`src/common/rv_pkg.sv`:
```
// rv64i decode package
// widths, opcode groups, type bit positions and operation codes
package rv_pkg;

  localparam int xlen       = 64;
  localparam int inst_w     = 32;
  localparam int reg_addr_w = 5;
  localparam int reg_num    = 32;

  // opcode bits 6:2
  localparam logic [4:0] opgrp_sys      = 5'b11100;
  localparam logic [4:0] opgrp_regreg_w = 5'b01110;
  localparam logic [4:0] opgrp_regimm_w = 5'b00110;
  localparam logic [4:0] opgrp_regimm   = 5'b00100;
  localparam logic [4:0] opgrp_regreg   = 5'b01100;
  localparam logic [4:0] opgrp_branch   = 5'b11000;
  localparam logic [4:0] opgrp_load     = 5'b00000;
  localparam logic [4:0] opgrp_store    = 5'b01000;
  localparam logic [4:0] opgrp_lui      = 5'b01101;
  localparam logic [4:0] opgrp_auipc    = 5'b00101;
  localparam logic [4:0] opgrp_jal      = 5'b11011;
  localparam logic [4:0] opgrp_jalr     = 5'b11001;

  // bit positions in the one-hot inst_type
  localparam int ty_sys      = 7;
  localparam int ty_regreg_w = 6;
  localparam int ty_regimm_w = 5;
  localparam int ty_regimm   = 4;
  localparam int ty_regreg   = 3;
  localparam int ty_branch   = 2;
  localparam int ty_load     = 1;
  localparam int ty_store    = 0;

  // operation codes, numbered from 0 in this order
  typedef enum logic [7:0] {
    op_nop, op_add, op_sub, op_sll, op_slt, op_sltu, op_xor, op_srl, op_sra, op_or, op_and,
    op_addi, op_slti, op_sltiu, op_xori, op_ori, op_andi, op_slli, op_srli, op_srai,
    op_addw, op_subw, op_sllw, op_srlw, op_sraw,
    op_addiw, op_slliw, op_srliw, op_sraiw,
    op_beq, op_bne, op_blt, op_bge, op_bltu, op_bgeu,
    op_lui, op_auipc, op_jal, op_jalr, op_load, op_store,
    op_csrrw, op_csrrs, op_csrrc, op_csrrwi, op_csrrsi, op_csrrci
  } op_e;

endpackage

```
`src/rtl/if_id_reg.sv`:
```
// fetch to decode pipeline register
// flush drops the entry, hold keeps it for a stall
`timescale 1ns/10ps

module if_id_reg
  import rv_pkg::*;
(
  input  logic              clk_i,
  input  logic              arst_n_i,
  input  logic              hold_i,
  input  logic              flush_i,
  input  logic              valid_i,
  input  logic [inst_w-1:0] inst_i,
  input  logic [xlen-1:0]   pc_i,
  output logic              valid_o,
  output logic [inst_w-1:0] inst_o,
  output logic [xlen-1:0]   pc_o
);

  always_ff @(posedge clk_i or negedge arst_n_i) begin
    if (!arst_n_i) begin
      valid_o <= 1'b0;
    end else if (flush_i) begin
      valid_o <= 1'b0;
    end else if (!hold_i) begin
      valid_o <= valid_i;
    end
  end

  always_ff @(posedge clk_i) begin
    if (!hold_i) begin
      inst_o <= inst_i;
      pc_o   <= pc_i;
    end
  end

  // a stalled jalr must keep its slot, not be flushed
  a_hold_flush: assert property (@(posedge clk_i) disable iff (!arst_n_i)
    valid_o |-> !(hold_i && flush_i));

endmodule

```
`config.mk`:
```
export PLATFORM = sky130hd
export DESIGN_NAME = if_id_reg
export DESIGN_NICKNAME = d
export VERILOG_FILES = /design/src/common/rv_pkg.sv /design/src/rtl/if_id_reg.sv
export SDC_FILE = /design/constraint.sdc
export NUM_CORES = 1
export LEC_CHECK = 0
export ABC_AREA = 1
export BUFFER_PORTS_ARGS = -buffer_cell sky130_fd_sc_hd__clkbuf_2
export CAP_MARGIN = 30
export CORE_MARGIN = 2
export CORE_UTILIZATION = 44
export CTS_CLUSTER_SIZE = 8
export DETAILED_ROUTE_END_ITERATION = 10
export PLACE_DENSITY = 0.84
export SYNTH_ARGS = -nofsm -noshare
export SYNTH_HDL_FRONTEND = slang
export SYNTH_SLANG_ARGS = --single-unit
```
`constraint.sdc`:
```
create_clock -name clk_i -period 1.1 [get_ports clk_i]
set_clock_uncertainty 0.15 [all_clocks]
set_input_delay 0.22 -clock clk_i [delete_from_list [all_inputs] [get_ports clk_i]]
set_output_delay 0.22 -clock clk_i [all_outputs]
set_load 0.01 [all_outputs]
```
==> metrics.txt <==
status finished, violations left; failing checks setup timing; Clock Pin Slew Worst Setup and Hold Paths 0.11 ns; final setup TNS -15.62 ns; Rows 29; CTS Root Cell clkbuf_8; CTS tree done; Max Cap Viol 0; wire per inst 21.8 µm; # clock sinks 97; vias in the first global route 2683; antenna viol nets, final 0; Syn. warnings 0; Tmin final 1.35 ns; Worst path slowest cell edfxtp_1; Vias/cell 4.86; share of the synthesized area in the top cell type 98.3%; Top delay family on crit path flip-flops; commonest non-fill, non-tap cell in the layout clkbuf_2; DP Wirelength 5420 µm; Synth Instances 102; WS Path Type reg2out; RePlAce Congestion 0.723; htree depth 3; antenna violations before repair 1; cell area after synthesis 2930 µm²; Fmax 740 MHz; Hold Violations, Final 0; PortBufs 197; Seq/Total Area, Yosys 99.1%; GRT Residual Overflow 0; Initial Util 45.9%; Slew Viols, Final 0; TritonCTS buffer count 9; period utilisation layout 123%; CP Buf/Inv Count 1; crit-path max cell delay 0.44 ns; Leakage 2.37 nW; dominant cell type by area after synthesis edfxtp_1; area growth from synthesis to layout 82.3%; DRT Pass-1 Iters 4; critical path, cell by cell clkbuf_2; Worst slew margin 90.9%; largest net degree at the start of global routing 23; vias 2436; Setup violations, final 97; # IOs 198; Yosys cell types 7; worst hold path type in2async; layout cells sized above 1 52.7%; Nets 519; register bit total from synthesis 97; CP Max Fanout 1; Total Routing Usage GR 30.4%; Die Wd 85.7 µm; Critical Path End Type primary output; Max clock buf depth 2; Iter 0 DRT Violations 168; RSZ-0062 raised after global routing true; Routed WL 10900 µm; DRC Markers 0; critical path required time 0.73 ns; net count after synthesis 203; syn_area_per_cell 28.8 µm²; Slew @ Worst Pin 0.136 ns; Worst Setup Start Kind register; first-pass GRT wire length 15500 µm; commonest cells after routing, fill and taps aside clkbuf_2, dlygate4sd3_1, edfxtp_1, clkbuf_8, buf_4; overall power 7.97 mW; Die Span Y 85.7 µm; maximum VDD drop 1690 µV; Power Dens Cells 1490 nW/µm²; WP data arrival 0.98 ns; worst skew pair latency 0.36 ns; placeable core area 6390 µm²; post-route setup slack -0.251 ns; DIE AREA 7340 µm²; Synth area leaders edfxtp_1, dfrtp_1, nand3_2
layer usage:
layer / track usage [%] / vias to the layer above / share of wire (%)
met4: 13.7 / 0 / 4.5
met2: 52.9 / 178 / 52
met1: 33.3 / 1178 / 35
met3: 10.9 / 39 / 8.4
li1: - / 1041 / -
met5: 0 / - / 0
what timing repair did:
| item | CTS | global route |
|---|---|---|
| hold endpoints to repair | 98 | 0 |
| buffers inserted | 1 | 0 |
| hold buffers | 99 | 0 |
| resized for setup | 2 | 6 |
| setup endpoints to repair | 97 | 97 |
metrics by stage:
stage          utilization (%)  std cells  area (µm²)  setup WS, ns  hold WS, ns
4_1_cts                   83.6        500        5340        -0.196       0.0272
5_1_grt                   83.8        501        5350        -0.274       0.0209
6_report                  83.8        501        5350        -0.251       0.0371
3_5_place_dp              64.7        384        4130       -0.0170       -0.151
2_1_floorplan                -        102        2940       0.00960       -0.226
3_3_place_gp              64.7        384        4130      -0.00481       -0.152
power breakdown:
group | total (mW) | leakage [nW] | switching (mW) | internal (mW)
combinational | 1.10 | 1.32 | 0.520 | 0.580
sequential | 4.49 | 0.953 | 0.108 | 4.38
clock | 2.38 | 0.0979 | 1.30 | 1.08
total | 7.97 | 2.37 | 1.93 | 6.04
logic make-up after synthesis:
logic type / Yosys count / synth area share [%]
AND/OR/NAND/NOR: 3 / 0.639
flip-flops: 97 / 99.1
buffers and inverters: 2 / 0.256
cell usage after synthesis, drive strengths merged:
master and count:
dfrtp 1, edfxtp 96, nand3 2, inv 2, nand2 1
cell type report:
cell class,instances,area (µm²)
fill,286,1040
inverter,2,15.0
antenna,1,2.50
clock inverter,6,72.6
timing repair buffer,305,2110
sequential,97,2910
tap,77,96.3
multi-input combinational,3,18.8
clock buffer,10,128
final timing paths:
kind,end,cells past startpoint,slack (ns),from
min,valid_o,2,0.04,arst_n_i
min reg2reg,valid_o,3,0.57,valid_o
max,inst_o[3],1,-0.25,inst_o[3]
max in group asynchronous,valid_o,2,0.67,arst_n_i
max reg2reg,valid_o,3,0.14,valid_o
min in group clk_i,valid_o,3,0.06,hold_i
worst register-to-register path, cell delays in order, from the launching register on:
cell and delay, ns:
dfrtp_1 0.42, buf_4 0.14, nand3_1 0.08, nand2_1 0.07
sequential cells by signal, indices dropped and copies added (netlist names):
| signal | cells |
|---|---|
| inst_o | 32 |
| pc_o | 64 |
| valid_o | 1 |
No activity file was read; power rests on OpenSTA's default activity.
