$ cat config.mk
export PLATFORM = sky130hd
export DESIGN_NAME = regfile
export DESIGN_NICKNAME = d
export VERILOG_FILES = /design/src/common/rv_pkg.sv /design/src/rtl/regfile.sv
export SDC_FILE = /design/constraint.sdc
export NUM_CORES = 2
export LEC_CHECK = 0
export ABC_CLOCK_PERIOD_IN_PS = 1700
export BUFFER_PORTS_ARGS = -buffer_cell sky130_fd_sc_hd__buf_2
export CAP_MARGIN = 20
export CORE_MARGIN = 5
export CORE_UTILIZATION = 50
export CTS_BUF_LIST = sky130_fd_sc_hd__clkbuf_4 sky130_fd_sc_hd__clkbuf_8 sky130_fd_sc_hd__clkbuf_16
export CTS_CLUSTER_SIZE = 10
export DETAILED_ROUTE_END_ITERATION = 12
export PLACE_DENSITY = 0.73
export SLEW_MARGIN = 20
export SYNTH_ARGS = -nofsm -noshare
export SYNTH_HDL_FRONTEND = slang
export SYNTH_SLANG_ARGS = --single-unit
$ cat constraint.sdc
create_clock -name clk_i -period 1.7 [get_ports clk_i]
set_input_delay 0 -clock clk_i [delete_from_list [all_inputs] [get_ports clk_i]]
set_output_delay 0 -clock clk_i [all_outputs]
set_load 0.005 [all_outputs]
$ cat src/common/rv_pkg.sv
// rv64i decode package
// widths, opcode groups, type bit positions and operation codes
package rv_pkg;

  localparam int xlen       = 64;
  localparam int inst_w     = 32;
  localparam int reg_addr_w = 5;
  localparam int reg_num    = 32;

  // opcode bits 6:2
  localparam logic [4:0] opgrp_sys      = 5'b11100;
  localparam logic [4:0] opgrp_regreg_w = 5'b01110;
  localparam logic [4:0] opgrp_regimm_w = 5'b00110;
  localparam logic [4:0] opgrp_regimm   = 5'b00100;
  localparam logic [4:0] opgrp_regreg   = 5'b01100;
  localparam logic [4:0] opgrp_branch   = 5'b11000;
  localparam logic [4:0] opgrp_load     = 5'b00000;
  localparam logic [4:0] opgrp_store    = 5'b01000;
  localparam logic [4:0] opgrp_lui      = 5'b01101;
  localparam logic [4:0] opgrp_auipc    = 5'b00101;
  localparam logic [4:0] opgrp_jal      = 5'b11011;
  localparam logic [4:0] opgrp_jalr     = 5'b11001;

  // bit positions in the one-hot inst_type
  localparam int ty_sys      = 7;
  localparam int ty_regreg_w = 6;
  localparam int ty_regimm_w = 5;
  localparam int ty_regimm   = 4;
  localparam int ty_regreg   = 3;
  localparam int ty_branch   = 2;
  localparam int ty_load     = 1;
  localparam int ty_store    = 0;

  // operation codes, numbered from 0 in this order
  typedef enum logic [7:0] {
    op_nop, op_add, op_sub, op_sll, op_slt, op_sltu, op_xor, op_srl, op_sra, op_or, op_and,
    op_addi, op_slti, op_sltiu, op_xori, op_ori, op_andi, op_slli, op_srli, op_srai,
    op_addw, op_subw, op_sllw, op_srlw, op_sraw,
    op_addiw, op_slliw, op_srliw, op_sraiw,
    op_beq, op_bne, op_blt, op_bge, op_bltu, op_bgeu,
    op_lui, op_auipc, op_jal, op_jalr, op_load, op_store,
    op_csrrw, op_csrrs, op_csrrc, op_csrrwi, op_csrrsi, op_csrrci
  } op_e;

endpackage

$ cat src/rtl/regfile.sv
// integer register file, 32 x 64 bit
// two combinational read ports with write-through, one synchronous write port
`timescale 1ns/10ps

module regfile
  import rv_pkg::*;
(
  input  logic                  clk_i,
  input  logic                  arst_n_i,
  input  logic [reg_addr_w-1:0] ra1_i,
  input  logic [reg_addr_w-1:0] ra2_i,
  input  logic                  we_i,
  input  logic [reg_addr_w-1:0] wa_i,
  input  logic [xlen-1:0]       wd_i,
  output logic [xlen-1:0]       rd1_o,
  output logic [xlen-1:0]       rd2_o
);

  logic [xlen-1:0] regs [reg_num];
  logic            wr_live;

  // x0 writes dropped so regs[0] stays zero
  assign wr_live = we_i && (wa_i != '0);

  always_ff @(posedge clk_i or negedge arst_n_i) begin
    if (!arst_n_i) begin
      for (int i = 0; i < reg_num; i++) begin
        regs[i] <= '0;
      end
    end else if (wr_live) begin
      regs[wa_i] <= wd_i;
    end
  end

  // same-cycle writeback visible to decode
  assign rd1_o = (wr_live && (wa_i == ra1_i)) ? wd_i : regs[ra1_i];
  assign rd2_o = (wr_live && (wa_i == ra2_i)) ? wd_i : regs[ra2_i];

endmodule

==> metrics.md <==
| Metric | Value |
|---|---|
| Cells after synthesis | 7382 |
| FF+latch count, synth | 2048 |
| Clock Power Share | 29.9% |
| Count leader, synth | dfrtp_1 |
| Chip width | 476.7 microns |
| Top Ports | between 200 and 250 |
| Reg2reg path depth | 3 |
| First-pass GRT wire length | 588.0 mm |
| Met3 usage | 9.868% |
| Fillers | around 15k |
| Die Span Y | 476.7 microns |
| Total chip power | between 150 and 200 mW |
| Initial Util | 50.20% |
| Gr usage total | between 30% and 40% |
| RSZ-0062 raised after global routing | true |
| Netlist cell types | 50 |
| Final min period | 2.839 ns |
| Clk slew on worst S/H paths | 0.05 ns |
| Outcome | finished, violations left |
| Dpl hpwl | 268.7 mm |
| Reg area | approximately 50000 sq um |
| Largest net degree at the start of global routing | roughly 110 |
| Die Area | ~230000 sq um |
| Core area | 217000 sq um |
| Share of layout cells above drive strength 1 | ~64% |
| Failing checks | setup timing |
| CP max stage cell | mux4_2 |
| Regs by FF count | regs: 2048 flops |
| GR peak layer | met2 |
| Number of synthesized flops with an enable pin | 0 |
| Net Sw Frac | 28.89% |
| Hold Violations, Final | 0 |
| Met2 GRT Util | 52.35% |
| CP startpoint kind | flop |
| Actual slew at the worst max-slew pin | 1.046 ns |
| Initial detailed-routing violation count | 9786 |
| CTS max path bufs | 3 |
| Cell chain of the critical path | mux4_2 > mux2_4 > a22oi_2 > nand4_1 > o21a_1 > buf_2 |
| Setup WS post-layout | -1.139 ns |
| Power density over the cells | 1092 nW/um^2 |
| Via total after detailed routing | 80.85k |
| Worst Skew | 0 ns |
| Clock tree sinks | 2048 |
| CTS H-Tree Depth | 4 |
| Max incr delay on CP | around 0.48 ns |
| Slew Viols, Final | 0 |
| Multi-input logic area | 57170 sq um |
| Leakage power | 60.26 nW |
| Top cells by area, synth | dfrtp_1 (47%), mux2_2 (21%), mux4_2 (19%), mux2i_1 (2.5%), clkbuf_1 (1.8%) |
| CTS buffer count | between 200 and 250 |
| GR Overflow Total | 0 |
| Final Util | a little under two thirds |
| CP Capture Type | primary output |
| Internal | 106.7 mW |
| Layout Nets | 8680 |
| Row count | ~170 |
| Comb power frac | 26.9% |
| Max Cap Viol | 0 |
| Psw | roughly 43 mW |
| Top post-synthesis cells by count | dfrtp_1 (2048), mux2_2 (2017), mux4_2 (895), clkbuf_1 (520), mux2i_1 (275) |
| Drt first pass iters | 5 |
| Post-route ant nets | 0 |
| Final Cycle Share | 167.0% |
| Crit-path max FO | 2 |
| Post-Syn Nets | 7464 |
| Synth-to-layout area growth | 26.18% |
| Max Freq | 352.2 MHz |
| Post-Syn Area per Cell | 14.75 sq um |
| Synth Flop Type | dfrtp_1 |
| Slew HR | 30.17% |
| DR vias/cell | 7.018 |
| TritonCTS clock tree | built |
| Yosys warnings | 0 |
| Mapped cell area | between 100000 and 150000 sq um |
| Post-synth top area share | around 47% |
| GR Util met1 | 44.28% |
| Hold Crit Class | primary input to flop |
| Routed WL | 402.0 mm |
| Setup Viol. Count Final | 128 |
| Drt wl/cell | 34.89 microns |
| CTS Root Cell | clkbuf_16 |
| Critical Path AT | roughly 2.8 ns |
| CP Class | flop to primary output |
| Register area share after synthesis | 47.06% |
| I/O Buffers | 209 |
| Required @ worst endpoint | 1.70 ns |
| Worst skew pair latency | 0.89 ns |
| DRC violations left | 0 |
| Vias in the first global route | 85.17k |
| Ys async rst share | 100.0% |
| Max reg flops | 2048 |
| Area leader, netlist | dfrtp_1 |
| Largest Register | regs |
| Worst IR Drop VDD | between 800 and 900 uV |
| WHS Path Cells | 6 |
| Initial antenna violation count | 27 |
| GPL Wtd Cong | between 0.9 and 1 |
| Flop pwr share | 43.3% |
==> cell usage in the layout, fill, tap and decap left out, types with 57 or more instances in the layout <==
master	instances
a21oi_2	83
buf_2	150
clkbuf_16	230
buf_12	362
o22ai_1	84
dlygate4sd3_1	69
mux2i_1	261
o22ai_2	57
o221ai_1	73
dfrtp_1	2048
buf_6	142
o21ai_0	69
buf_4	1134
mux2_2	2003
mux4_2	895
a22oi_2	101
nor2_1	96
==> per-layer routing <==
| layer | share of wire, % | vias to the layer above |
|---|---|---|
| met2 | 45 | 5613 |
| met1 | 36 | 42490 |
| li1 | - | 31070 |
| met3 | 11 | 1662 |
| met5 | 0.020 | - |
| met4 | 8.1 | 14 |
==> cell type report <==
class,instances,area share [%]
clock buffers,267,4.441
diodes,17,0.03096
well taps,2854,2.599
clock inverters,13,0.1885
multi-input cells,4444,41.61
repair buffers,1868,13.81
flip-flops and latches,2048,37.30
inverters,9,0.02641
==> path summary, 6_finish.rpt <==
check	endpoint	slack (ns)	start
setup reg to reg	regs[1302]$_DFFE_PN0P_	0.64	regs[1302]$_DFFE_PN0P_
min in group asynchronous	regs[306]$_DFFE_PN0P_	0.36	arst_n_i
hold / removal	regs[1467]$_DFFE_PN0P_	0.12	wa_i[0]
max in group asynchronous	regs[1873]$_DFFE_PN0P_	0.38	arst_n_i
setup / recovery	rd2_o[52]	-1.14	regs[1204]$_DFFE_PN0P_
hold reg to reg	regs[1986]$_DFFE_PN0P_	0.40	regs[1986]$_DFFE_PN0P_
==> power by group through the flow <==
| stage | combinational [mW] | clock, mW | sequential, mW |
|---|---|---|---|
| after floorplan | 21.8 | 0 | 63.0 |
| after global placement | 34.5 | 0 | 64.2 |
| after detailed placement | 35.6 | 0 | 65.2 |
| after CTS | 38.8 | 45.0 | 64.4 |
| after global routing | 42.4 | 47.0 | 65.7 |
| final | 40.3 | 44.8 | 65.0 |
==> timing repair <==
item                                    in CTS  in global routing
gates cloned                                 0                  0
resized for setup                          636                203
buffers inserted                           106                 29
hold endpoints to repair                  4032                  3
endpoints found under the setup margin     128                128
pin swaps                                  341                153
hold buffers                                73                  1
==> through the flow <==
step | hold slack (ns) | setup slack (ns) | instances | setup TNS, ns | area [sq um]
final | 0.1200 | -1.139 | 11520 | -113.38 | 137400
after CTS | -0.01404 | -1.153 | 11490 | -150.86 | 136200
after floorplan | -0.2956 | -0.09930 | 7382 | -23.80 | 108900
after global routing | 0.1023 | -1.172 | 11510 | -119.30 | 137400
after detailed placement | -0.07916 | -1.014 | 11080 | -412.81 | 125600
after global placement | -0.07957 | -1.010 | 11080 | -435.65 | 125600
==> worst max-delay path: cells and delay by family (launching register included) <==
kind,cells,cell delay [ns]
DFF,1,0.38
buffers and inverters,1,0.14
and+or+nand+nor,1,0.25
muxes,2,0.77
AOI/OAI and AO/OA,2,0.41
==> kinds of logic (layout without fill, tap and decap cells) <==
| family | Yosys count | after routing | synth area share (%) |
|---|---|---|---|
| multiplexers | 3187 | 3187 | 41.89 |
| flip-flops | 2048 | 2048 | 47.06 |
| AO/OA/AOI/OAI | 920 | 920 | 5.763 |
| buffers and inverters | 890 | 2157 | 3.847 |
| AND/OR/NAND/NOR | 327 | 327 | 1.355 |
| XOR/XNOR | 10 | 10 | 0.08043 |
| other | 0 | 17 | 0 |
Note: power is estimated with default switching activity, not from simulation.
