===== src/common/rv_pkg.sv =====
// rv64i decode package
// widths, opcode groups, type bit positions and operation codes
package rv_pkg;

  localparam int xlen       = 64;
  localparam int inst_w     = 32;
  localparam int reg_addr_w = 5;
  localparam int reg_num    = 32;

  // opcode bits 6:2
  localparam logic [4:0] opgrp_sys      = 5'b11100;
  localparam logic [4:0] opgrp_regreg_w = 5'b01110;
  localparam logic [4:0] opgrp_regimm_w = 5'b00110;
  localparam logic [4:0] opgrp_regimm   = 5'b00100;
  localparam logic [4:0] opgrp_regreg   = 5'b01100;
  localparam logic [4:0] opgrp_branch   = 5'b11000;
  localparam logic [4:0] opgrp_load     = 5'b00000;
  localparam logic [4:0] opgrp_store    = 5'b01000;
  localparam logic [4:0] opgrp_lui      = 5'b01101;
  localparam logic [4:0] opgrp_auipc    = 5'b00101;
  localparam logic [4:0] opgrp_jal      = 5'b11011;
  localparam logic [4:0] opgrp_jalr     = 5'b11001;

  // bit positions in the one-hot inst_type
  localparam int ty_sys      = 7;
  localparam int ty_regreg_w = 6;
  localparam int ty_regimm_w = 5;
  localparam int ty_regimm   = 4;
  localparam int ty_regreg   = 3;
  localparam int ty_branch   = 2;
  localparam int ty_load     = 1;
  localparam int ty_store    = 0;

  // operation codes, numbered from 0 in this order
  typedef enum logic [7:0] {
    op_nop, op_add, op_sub, op_sll, op_slt, op_sltu, op_xor, op_srl, op_sra, op_or, op_and,
    op_addi, op_slti, op_sltiu, op_xori, op_ori, op_andi, op_slli, op_srli, op_srai,
    op_addw, op_subw, op_sllw, op_srlw, op_sraw,
    op_addiw, op_slliw, op_srliw, op_sraiw,
    op_beq, op_bne, op_blt, op_bge, op_bltu, op_bgeu,
    op_lui, op_auipc, op_jal, op_jalr, op_load, op_store,
    op_csrrw, op_csrrs, op_csrrc, op_csrrwi, op_csrrsi, op_csrrci
  } op_e;

endpackage


===== src/decode/id_decoder.sv =====
// rv64i instruction decoder
// classifies the instruction, builds forwarded operands, flags load-use and jalr
`timescale 1ns/10ps

module id_decoder
  import rv_pkg::*;
(
  input  logic                  valid_i,
  input  logic [inst_w-1:0]     inst_i,
  input  logic [xlen-1:0]       pc_i,
  input  logic [xlen-1:0]       rs1_data_i,
  input  logic [xlen-1:0]       rs2_data_i,
  input  logic                  ex_rd_ena_i,
  input  logic [reg_addr_w-1:0] ex_rd_addr_i,
  input  logic [xlen-1:0]       ex_rd_data_i,
  input  logic                  ex_is_load_i,
  input  logic                  mem_rd_ena_i,
  input  logic [reg_addr_w-1:0] mem_rd_addr_i,
  input  logic [xlen-1:0]       mem_rd_data_i,
  output logic [reg_addr_w-1:0] rs1_addr_o,
  output logic [reg_addr_w-1:0] rs2_addr_o,
  output logic                  stall_req_o,
  output logic [7:0]            inst_type_o,
  output logic [7:0]            op_o,
  output logic [xlen-1:0]       op1_o,
  output logic [xlen-1:0]       op2_o,
  output logic                  rd_ena_o,
  output logic [reg_addr_w-1:0] rd_addr_o,
  output logic [11:0]           mem_off_o,
  output logic [2:0]            funct3_o,
  output logic                  jalr_o,
  output logic [xlen-1:0]       jalr_pc_o
);

  logic [4:0]            grp;
  logic [2:0]            funct3;
  logic                  f7_b5;
  logic [reg_addr_w-1:0] rs1, rs2, rd;
  logic [xlen-1:0]       imm_i, imm_u;
  logic [11:0]           imm_s;
  logic                  dec_en;
  logic [7:0]            ty;
  logic                  is_lui, is_auipc, is_jal, is_jalr;
  logic                  csr_rs1, csr_imm;
  logic                  rs1_rd, rs2_rd;
  logic                  ex_hit1, ex_hit2, mem_hit1, mem_hit2;
  logic [xlen-1:0]       src1, src2, jalr_sum;
  op_e                   op;

  assign grp    = inst_i[6:2];
  assign funct3 = inst_i[14:12];
  assign f7_b5  = inst_i[30];
  assign rs1    = inst_i[19:15];
  assign rs2    = inst_i[24:20];
  assign rd     = inst_i[11:7];
  assign imm_i  = {{(xlen-12){inst_i[31]}}, inst_i[31:20]};
  assign imm_s  = {inst_i[31:25], inst_i[11:7]};
  assign imm_u  = {{(xlen-32){inst_i[31]}}, inst_i[31:12], 12'b0};

  // only 32-bit encodings are decoded
  assign dec_en = valid_i && (inst_i[1:0] == 2'b11);

  always_comb begin
    ty              = '0;
    ty[ty_sys]      = dec_en && (grp == opgrp_sys);
    ty[ty_regreg_w] = dec_en && (grp == opgrp_regreg_w);
    ty[ty_regimm_w] = dec_en && (grp == opgrp_regimm_w);
    ty[ty_regimm]   = dec_en && (grp == opgrp_regimm);
    ty[ty_regreg]   = dec_en && (grp == opgrp_regreg);
    ty[ty_branch]   = dec_en && (grp == opgrp_branch);
    ty[ty_load]     = dec_en && (grp == opgrp_load);
    ty[ty_store]    = dec_en && (grp == opgrp_store);
  end

  assign is_lui   = dec_en && (grp == opgrp_lui);
  assign is_auipc = dec_en && (grp == opgrp_auipc);
  assign is_jal   = dec_en && (grp == opgrp_jal);
  assign is_jalr  = dec_en && (grp == opgrp_jalr);
  assign csr_rs1  = ty[ty_sys] && !funct3[2] && (funct3[1:0] != 2'b00);
  assign csr_imm  = ty[ty_sys] && funct3[2] && (funct3[1:0] != 2'b00);

  always_comb begin
    op = op_nop;
    if (dec_en) begin
      casez ({grp, f7_b5, funct3})
        {opgrp_regreg, 4'b0000}:   op = op_add;
        {opgrp_regreg, 4'b1000}:   op = op_sub;
        {opgrp_regreg, 4'b0001}:   op = op_sll;
        {opgrp_regreg, 4'b0010}:   op = op_slt;
        {opgrp_regreg, 4'b0011}:   op = op_sltu;
        {opgrp_regreg, 4'b0100}:   op = op_xor;
        {opgrp_regreg, 4'b0101}:   op = op_srl;
        {opgrp_regreg, 4'b1101}:   op = op_sra;
        {opgrp_regreg, 4'b0110}:   op = op_or;
        {opgrp_regreg, 4'b0111}:   op = op_and;
        {opgrp_regimm, 4'b?000}:   op = op_addi;
        {opgrp_regimm, 4'b?010}:   op = op_slti;
        {opgrp_regimm, 4'b?011}:   op = op_sltiu;
        {opgrp_regimm, 4'b?100}:   op = op_xori;
        {opgrp_regimm, 4'b?110}:   op = op_ori;
        {opgrp_regimm, 4'b?111}:   op = op_andi;
        {opgrp_regimm, 4'b0001}:   op = op_slli;
        {opgrp_regimm, 4'b0101}:   op = op_srli;
        {opgrp_regimm, 4'b1101}:   op = op_srai;
        {opgrp_regreg_w, 4'b0000}: op = op_addw;
        {opgrp_regreg_w, 4'b1000}: op = op_subw;
        {opgrp_regreg_w, 4'b0001}: op = op_sllw;
        {opgrp_regreg_w, 4'b0101}: op = op_srlw;
        {opgrp_regreg_w, 4'b1101}: op = op_sraw;
        {opgrp_regimm_w, 4'b?000}: op = op_addiw;
        {opgrp_regimm_w, 4'b0001}: op = op_slliw;
        {opgrp_regimm_w, 4'b0101}: op = op_srliw;
        {opgrp_regimm_w, 4'b1101}: op = op_sraiw;
        {opgrp_branch, 4'b?000}:   op = op_beq;
        {opgrp_branch, 4'b?001}:   op = op_bne;
        {opgrp_branch, 4'b?100}:   op = op_blt;
        {opgrp_branch, 4'b?101}:   op = op_bge;
        {opgrp_branch, 4'b?110}:   op = op_bltu;
        {opgrp_branch, 4'b?111}:   op = op_bgeu;
        {opgrp_lui, 4'b????}:      op = op_lui;
        {opgrp_auipc, 4'b????}:    op = op_auipc;
        {opgrp_jal, 4'b????}:      op = op_jal;
        {opgrp_jalr, 4'b?000}:     op = op_jalr;
        {opgrp_load, 4'b????}:     op = op_load;
        {opgrp_store, 4'b????}:    op = op_store;
        {opgrp_sys, 4'b?001}:      op = op_csrrw;
        {opgrp_sys, 4'b?010}:      op = op_csrrs;
        {opgrp_sys, 4'b?011}:      op = op_csrrc;
        {opgrp_sys, 4'b?101}:      op = op_csrrwi;
        {opgrp_sys, 4'b?110}:      op = op_csrrsi;
        {opgrp_sys, 4'b?111}:      op = op_csrrci;
        default:                   op = op_nop;
      endcase
    end
  end

  // every group below sys reads rs1
  assign rs1_rd     = (|ty[ty_regreg_w:ty_store]) || is_jalr || csr_rs1;
  assign rs2_rd     = ty[ty_regreg_w] || ty[ty_regreg] || ty[ty_branch] || ty[ty_store];
  assign rs1_addr_o = rs1_rd ? rs1 : '0;
  assign rs2_addr_o = rs2_rd ? rs2 : '0;

  // ex beats mem, x0 never matches
  assign ex_hit1  = ex_rd_ena_i && (ex_rd_addr_i == rs1_addr_o) && (rs1_addr_o != '0);
  assign ex_hit2  = ex_rd_ena_i && (ex_rd_addr_i == rs2_addr_o) && (rs2_addr_o != '0);
  assign mem_hit1 = mem_rd_ena_i && (mem_rd_addr_i == rs1_addr_o) && (rs1_addr_o != '0);
  assign mem_hit2 = mem_rd_ena_i && (mem_rd_addr_i == rs2_addr_o) && (rs2_addr_o != '0);
  assign src1 = ex_hit1 ? ex_rd_data_i : (mem_hit1 ? mem_rd_data_i : rs1_data_i);
  assign src2 = ex_hit2 ? ex_rd_data_i : (mem_hit2 ? mem_rd_data_i : rs2_data_i);

  // load in ex cannot forward yet
  assign stall_req_o = ex_is_load_i && (ex_rd_addr_i != '0) &&
                       ((ex_rd_addr_i == rs1_addr_o) || (ex_rd_addr_i == rs2_addr_o));

  assign op1_o = rs1_rd               ? src1 :
                 (is_auipc || is_jal) ? pc_i :
                 csr_imm              ? {{(xlen-reg_addr_w){1'b0}}, rs1} : '0;
  assign op2_o = rs2_rd                                                ? src2  :
                 (ty[ty_regimm] || ty[ty_regimm_w] || ty[ty_sys])      ? imm_i :
                 (is_lui || is_auipc)                                  ? imm_u :
                 (is_jal || is_jalr)                                   ? pc_i  : '0;

  assign rd_ena_o  = (rd != '0) && (ty[ty_sys] || ty[ty_regreg_w] || ty[ty_regimm_w] ||
                     ty[ty_regimm] || ty[ty_regreg] || ty[ty_load] ||
                     is_lui || is_auipc || is_jal || is_jalr);
  assign rd_addr_o = rd_ena_o ? rd : '0;
  assign mem_off_o = ty[ty_load] ? imm_i[11:0] : (ty[ty_store] ? imm_s : '0);
  assign funct3_o  = dec_en ? funct3 : '0;

  assign inst_type_o = ty;
  assign op_o        = op;

  assign jalr_sum  = src1 + imm_i;
  assign jalr_o    = is_jalr;
  assign jalr_pc_o = is_jalr ? {jalr_sum[xlen-1:1], 1'b0} : '0;

  always_comb begin
    a_type_onehot: assert ($onehot0(inst_type_o));
  end

endmodule


===== config.mk =====
export PLATFORM = sky130hd
export DESIGN_NAME = id_decoder
export DESIGN_NICKNAME = d
export VERILOG_FILES = /design/src/common/rv_pkg.sv /design/src/decode/id_decoder.sv
export SDC_FILE = /design/constraint.sdc
export NUM_CORES = 1
export LEC_CHECK = 0
export BUFFER_PORTS_ARGS = -buffer_cell sky130_fd_sc_hd__buf_2
export CAP_MARGIN = 25
export CORE_AREA = 2 2 235 237
export DETAILED_ROUTE_END_ITERATION = 10
export DIE_AREA = 0 0 237 239
export SYNTH_ARGS = -nofsm -noshare
export SYNTH_HDL_FRONTEND = slang
export SYNTH_SLANG_ARGS = --single-unit

===== constraint.sdc =====
create_clock -name vclk -period 17
set_input_delay 3.4 -clock vclk [all_inputs]
set_output_delay 3.4 -clock vclk [all_outputs]
set_load 0.01 [all_outputs]

==> results.yml <==
timing:
  finalSetupTns_ns: 0
  max_freq_mhz: 73.2
  worstMarginPinSlew_ns: 1.21
  hold_viol_final: 0
  finalSetupViolations: 0
  fin_crit_sh: 0.803
  rsz0062_at_grt: "false"
  post-route-min-period_ns: 13.65
  slew_violations: 0
  slew_headroom: 0.190
power_and_ir_drop:
  comb_power_share: 1.000
  worst_ir_drop_vdd_v: 0.00000770
  swShare: 0.601
  p_sw_mw: 0.182
  internal_power_mw: 0.121
  clkPwrFrac: 0
  seqPwrFrac: 0
  power_mw: 0.303
  p_leak_nw: 6.75
  power_density_nw_per_um2: 22.5
grt:
  grt_max_degree: 71
  grt_pass1_vias: 13700
  grt_use_met3: 0.0479
  grt_use_met1: 0.280
  use_met2: 0.339
  overflow: 0
  grt_pass1_wl_um: 90100
  grt_util_all_layers: 0.209
  antenna_found_initial: 15
  top_usage_layer: "met2"
routing:
  drc: 0
  drt_iter0_markers: 1372
  via_per_inst: 5.23
  drtAntennaViolNets: 0
  totalWireLength_um: 63500
  firstDrtPassIters: 8
  num_vias: 15000
  wl_per_cell_um: 22.2
final_layout:
  fin_area_um2: 13500
  area_delta_synth_final_pct: 36.9
  clkbuf_count: 0
  fillerInstances: 6266
  seq_area_um2: 0
  nFlopsAndLatches: 0
  drive_gt1_frac: 0.308
  nets: 2590
  multi_input_area_um2: 9270
die:
  num_rows: 86
  io_pins: 607
  die_x_um: 237
  start_util: 0.181
  dieArea_um2: 56600
  die_y_um: 239
  core-area_um2: 54300
critical_path:
  cpPeakStageDelay_ns: 0.70
  slowest_stage: "buf_4"
  cp_max_fo: 33
  worstPathRequired_ns: 13.60
  cp-endpoint: "jalr_pc_o[56]"
  end_kind: "output pin"
  crit_path_start: "inst_i[5]"
  worst-path-buf-inv: 4
  worst_ep_arrival_time_ns: 10.25
  crit_path_start_kind: "input port"
  cpLargestDelayFamily: "compound AO/OA/AOI/OAI gates"
  crit_chain: "buf_2, nand2_1, nor4_4, o21ai_2, nor4_2, buf_4, buf_4, mux2i_1, a21oi_1, ha_1, nand4_1, a21oi_1, o211ai_1, a311oi_2, o211ai_1, o31ai_2, a211oi_1, nor3b_2, mux2i_1, xnor2_1, nor2_1, buf_2"
  worstSetupPathType: "input port to output pin"
  path_depth: 22
placed_design:
  placed_area_um2: 13500
  portBuffers: 604
  place_congestion: 0.980
  hpwlAfterDp_um: 51800
hold_path:
  holdCritPathClass: "input port to output pin"
logic_synthesis:
  synthSimpleGateAreaFrac: 0.309
  synth_compound_gate_area_share: 0.393
  yosys-mux-area-fraction: 0.0722
  netlist_top_cells_area: "a21oi_1, ha_1, nand2_1, nor2_1, mux2i_1"
  yosys.area.top_type: "a21oi_1"
  synth_top_area_frac: 0.122
  syn_area_um2: 9850
  ys_warn_count: 0
  synth_fa_ha_area_frac: 0.0986
  synth_cell_types: 77
  syn_avg_cell_area_um2: 5.97
  yosysMostFrequentCell: "a21oi_1"
  syn_inst: 1649
  ys_top_cells_by_count: "a21oi_1, nand2_1, nor2_1"
  seq_area_frac_synth: 0
  synth_xor_area_frac: 0.0614
  synth_top_family_by_area: "compound AO/OA/AOI/OAI gates"
clocking:
  cts_hold_buf: 0
  postCtsSetupRepairBufs: 0
  cts_resized: 0
run:
  cap_violations: 0
outcome:
  status: "finished, final reports clean"
[placed cells by master, fill, tap and decap left out, types with 43 or more instances in the layout]
cell	n
buf_2	604
a21oi_1	240
nand2_1	209
nor2_1	199
o21ai_0	91
nand3_1	84
ha_1	76
mux2i_1	71
a22o_1	63
o21ai_1	45
xnor2_1	43
[kinds of logic after synthesis]
family	Yosys count
other	1
and+or+nand+nor	654
buffers and inverters	162
xor gates and xnor gates	69
AOI/OAI and AO/OA	615
muxes	71
adders and majority gates	77
[cell type report]
class / instances / area share
well taps: 704 / 0.0654
inverters: 29 / 0.00808
multi-input cells: 1489 / 0.687
repair buffers: 627 / 0.237
diodes: 11 / 0.00204
[worst min-delay path, cell delays in order]
cell    delay, ns
buf_2        0.09
a22o_1       0.11
buf_2        0.12
[power groups by stage]
stage               Sequential, mW    Clock [mW]  Combinational [mW]
floorplan                        0             0               0.177
global placement                 0             0               0.298
detailed placement               0             0               0.297
CTS                              0             0               0.299
global route                     0  0.0000000315               0.332
finish                           0  0.0000000686               0.303
[metal layers]
layer	up-vias	share of wire	wire, µm
met5	-	0.0015	98
met4	14	0.023	1450
met3	96	0.098	6200
met2	836	0.45	28500
met1	6963	0.43	27300
li1	7059	-	-
[stage by stage]
| stage | util | worst slack, ns | hold slack, ns | instances |
|---|---|---|---|---|
| after CTS | 0.248 | 3.40 | 7.11 | 2849 |
| final | 0.248 | 3.35 | 7.11 | 2860 |
| after global placement | 0.248 | 3.68 | 7.12 | 2849 |
| after detailed placement | 0.248 | 3.43 | 7.11 | 2849 |
| after global routing | 0.248 | 2.90 | 7.14 | 2853 |
| after floorplan | - | 5.56 | 6.92 | 1651 |
[worst min path at each step]
stage                            start           to  depth (start not counted)
after floorplan           ex_is_load_i  stall_req_o                          1
after global placement        pc_i[36]    op1_o[36]                          3
after detailed placement      pc_i[36]    op1_o[36]                          3
after CTS                     pc_i[44]    op1_o[44]                          3
after global routing          pc_i[33]    op1_o[33]                          3
final                         pc_i[44]    op1_o[44]                          3
Note: power is estimated with default switching activity, not from simulation.
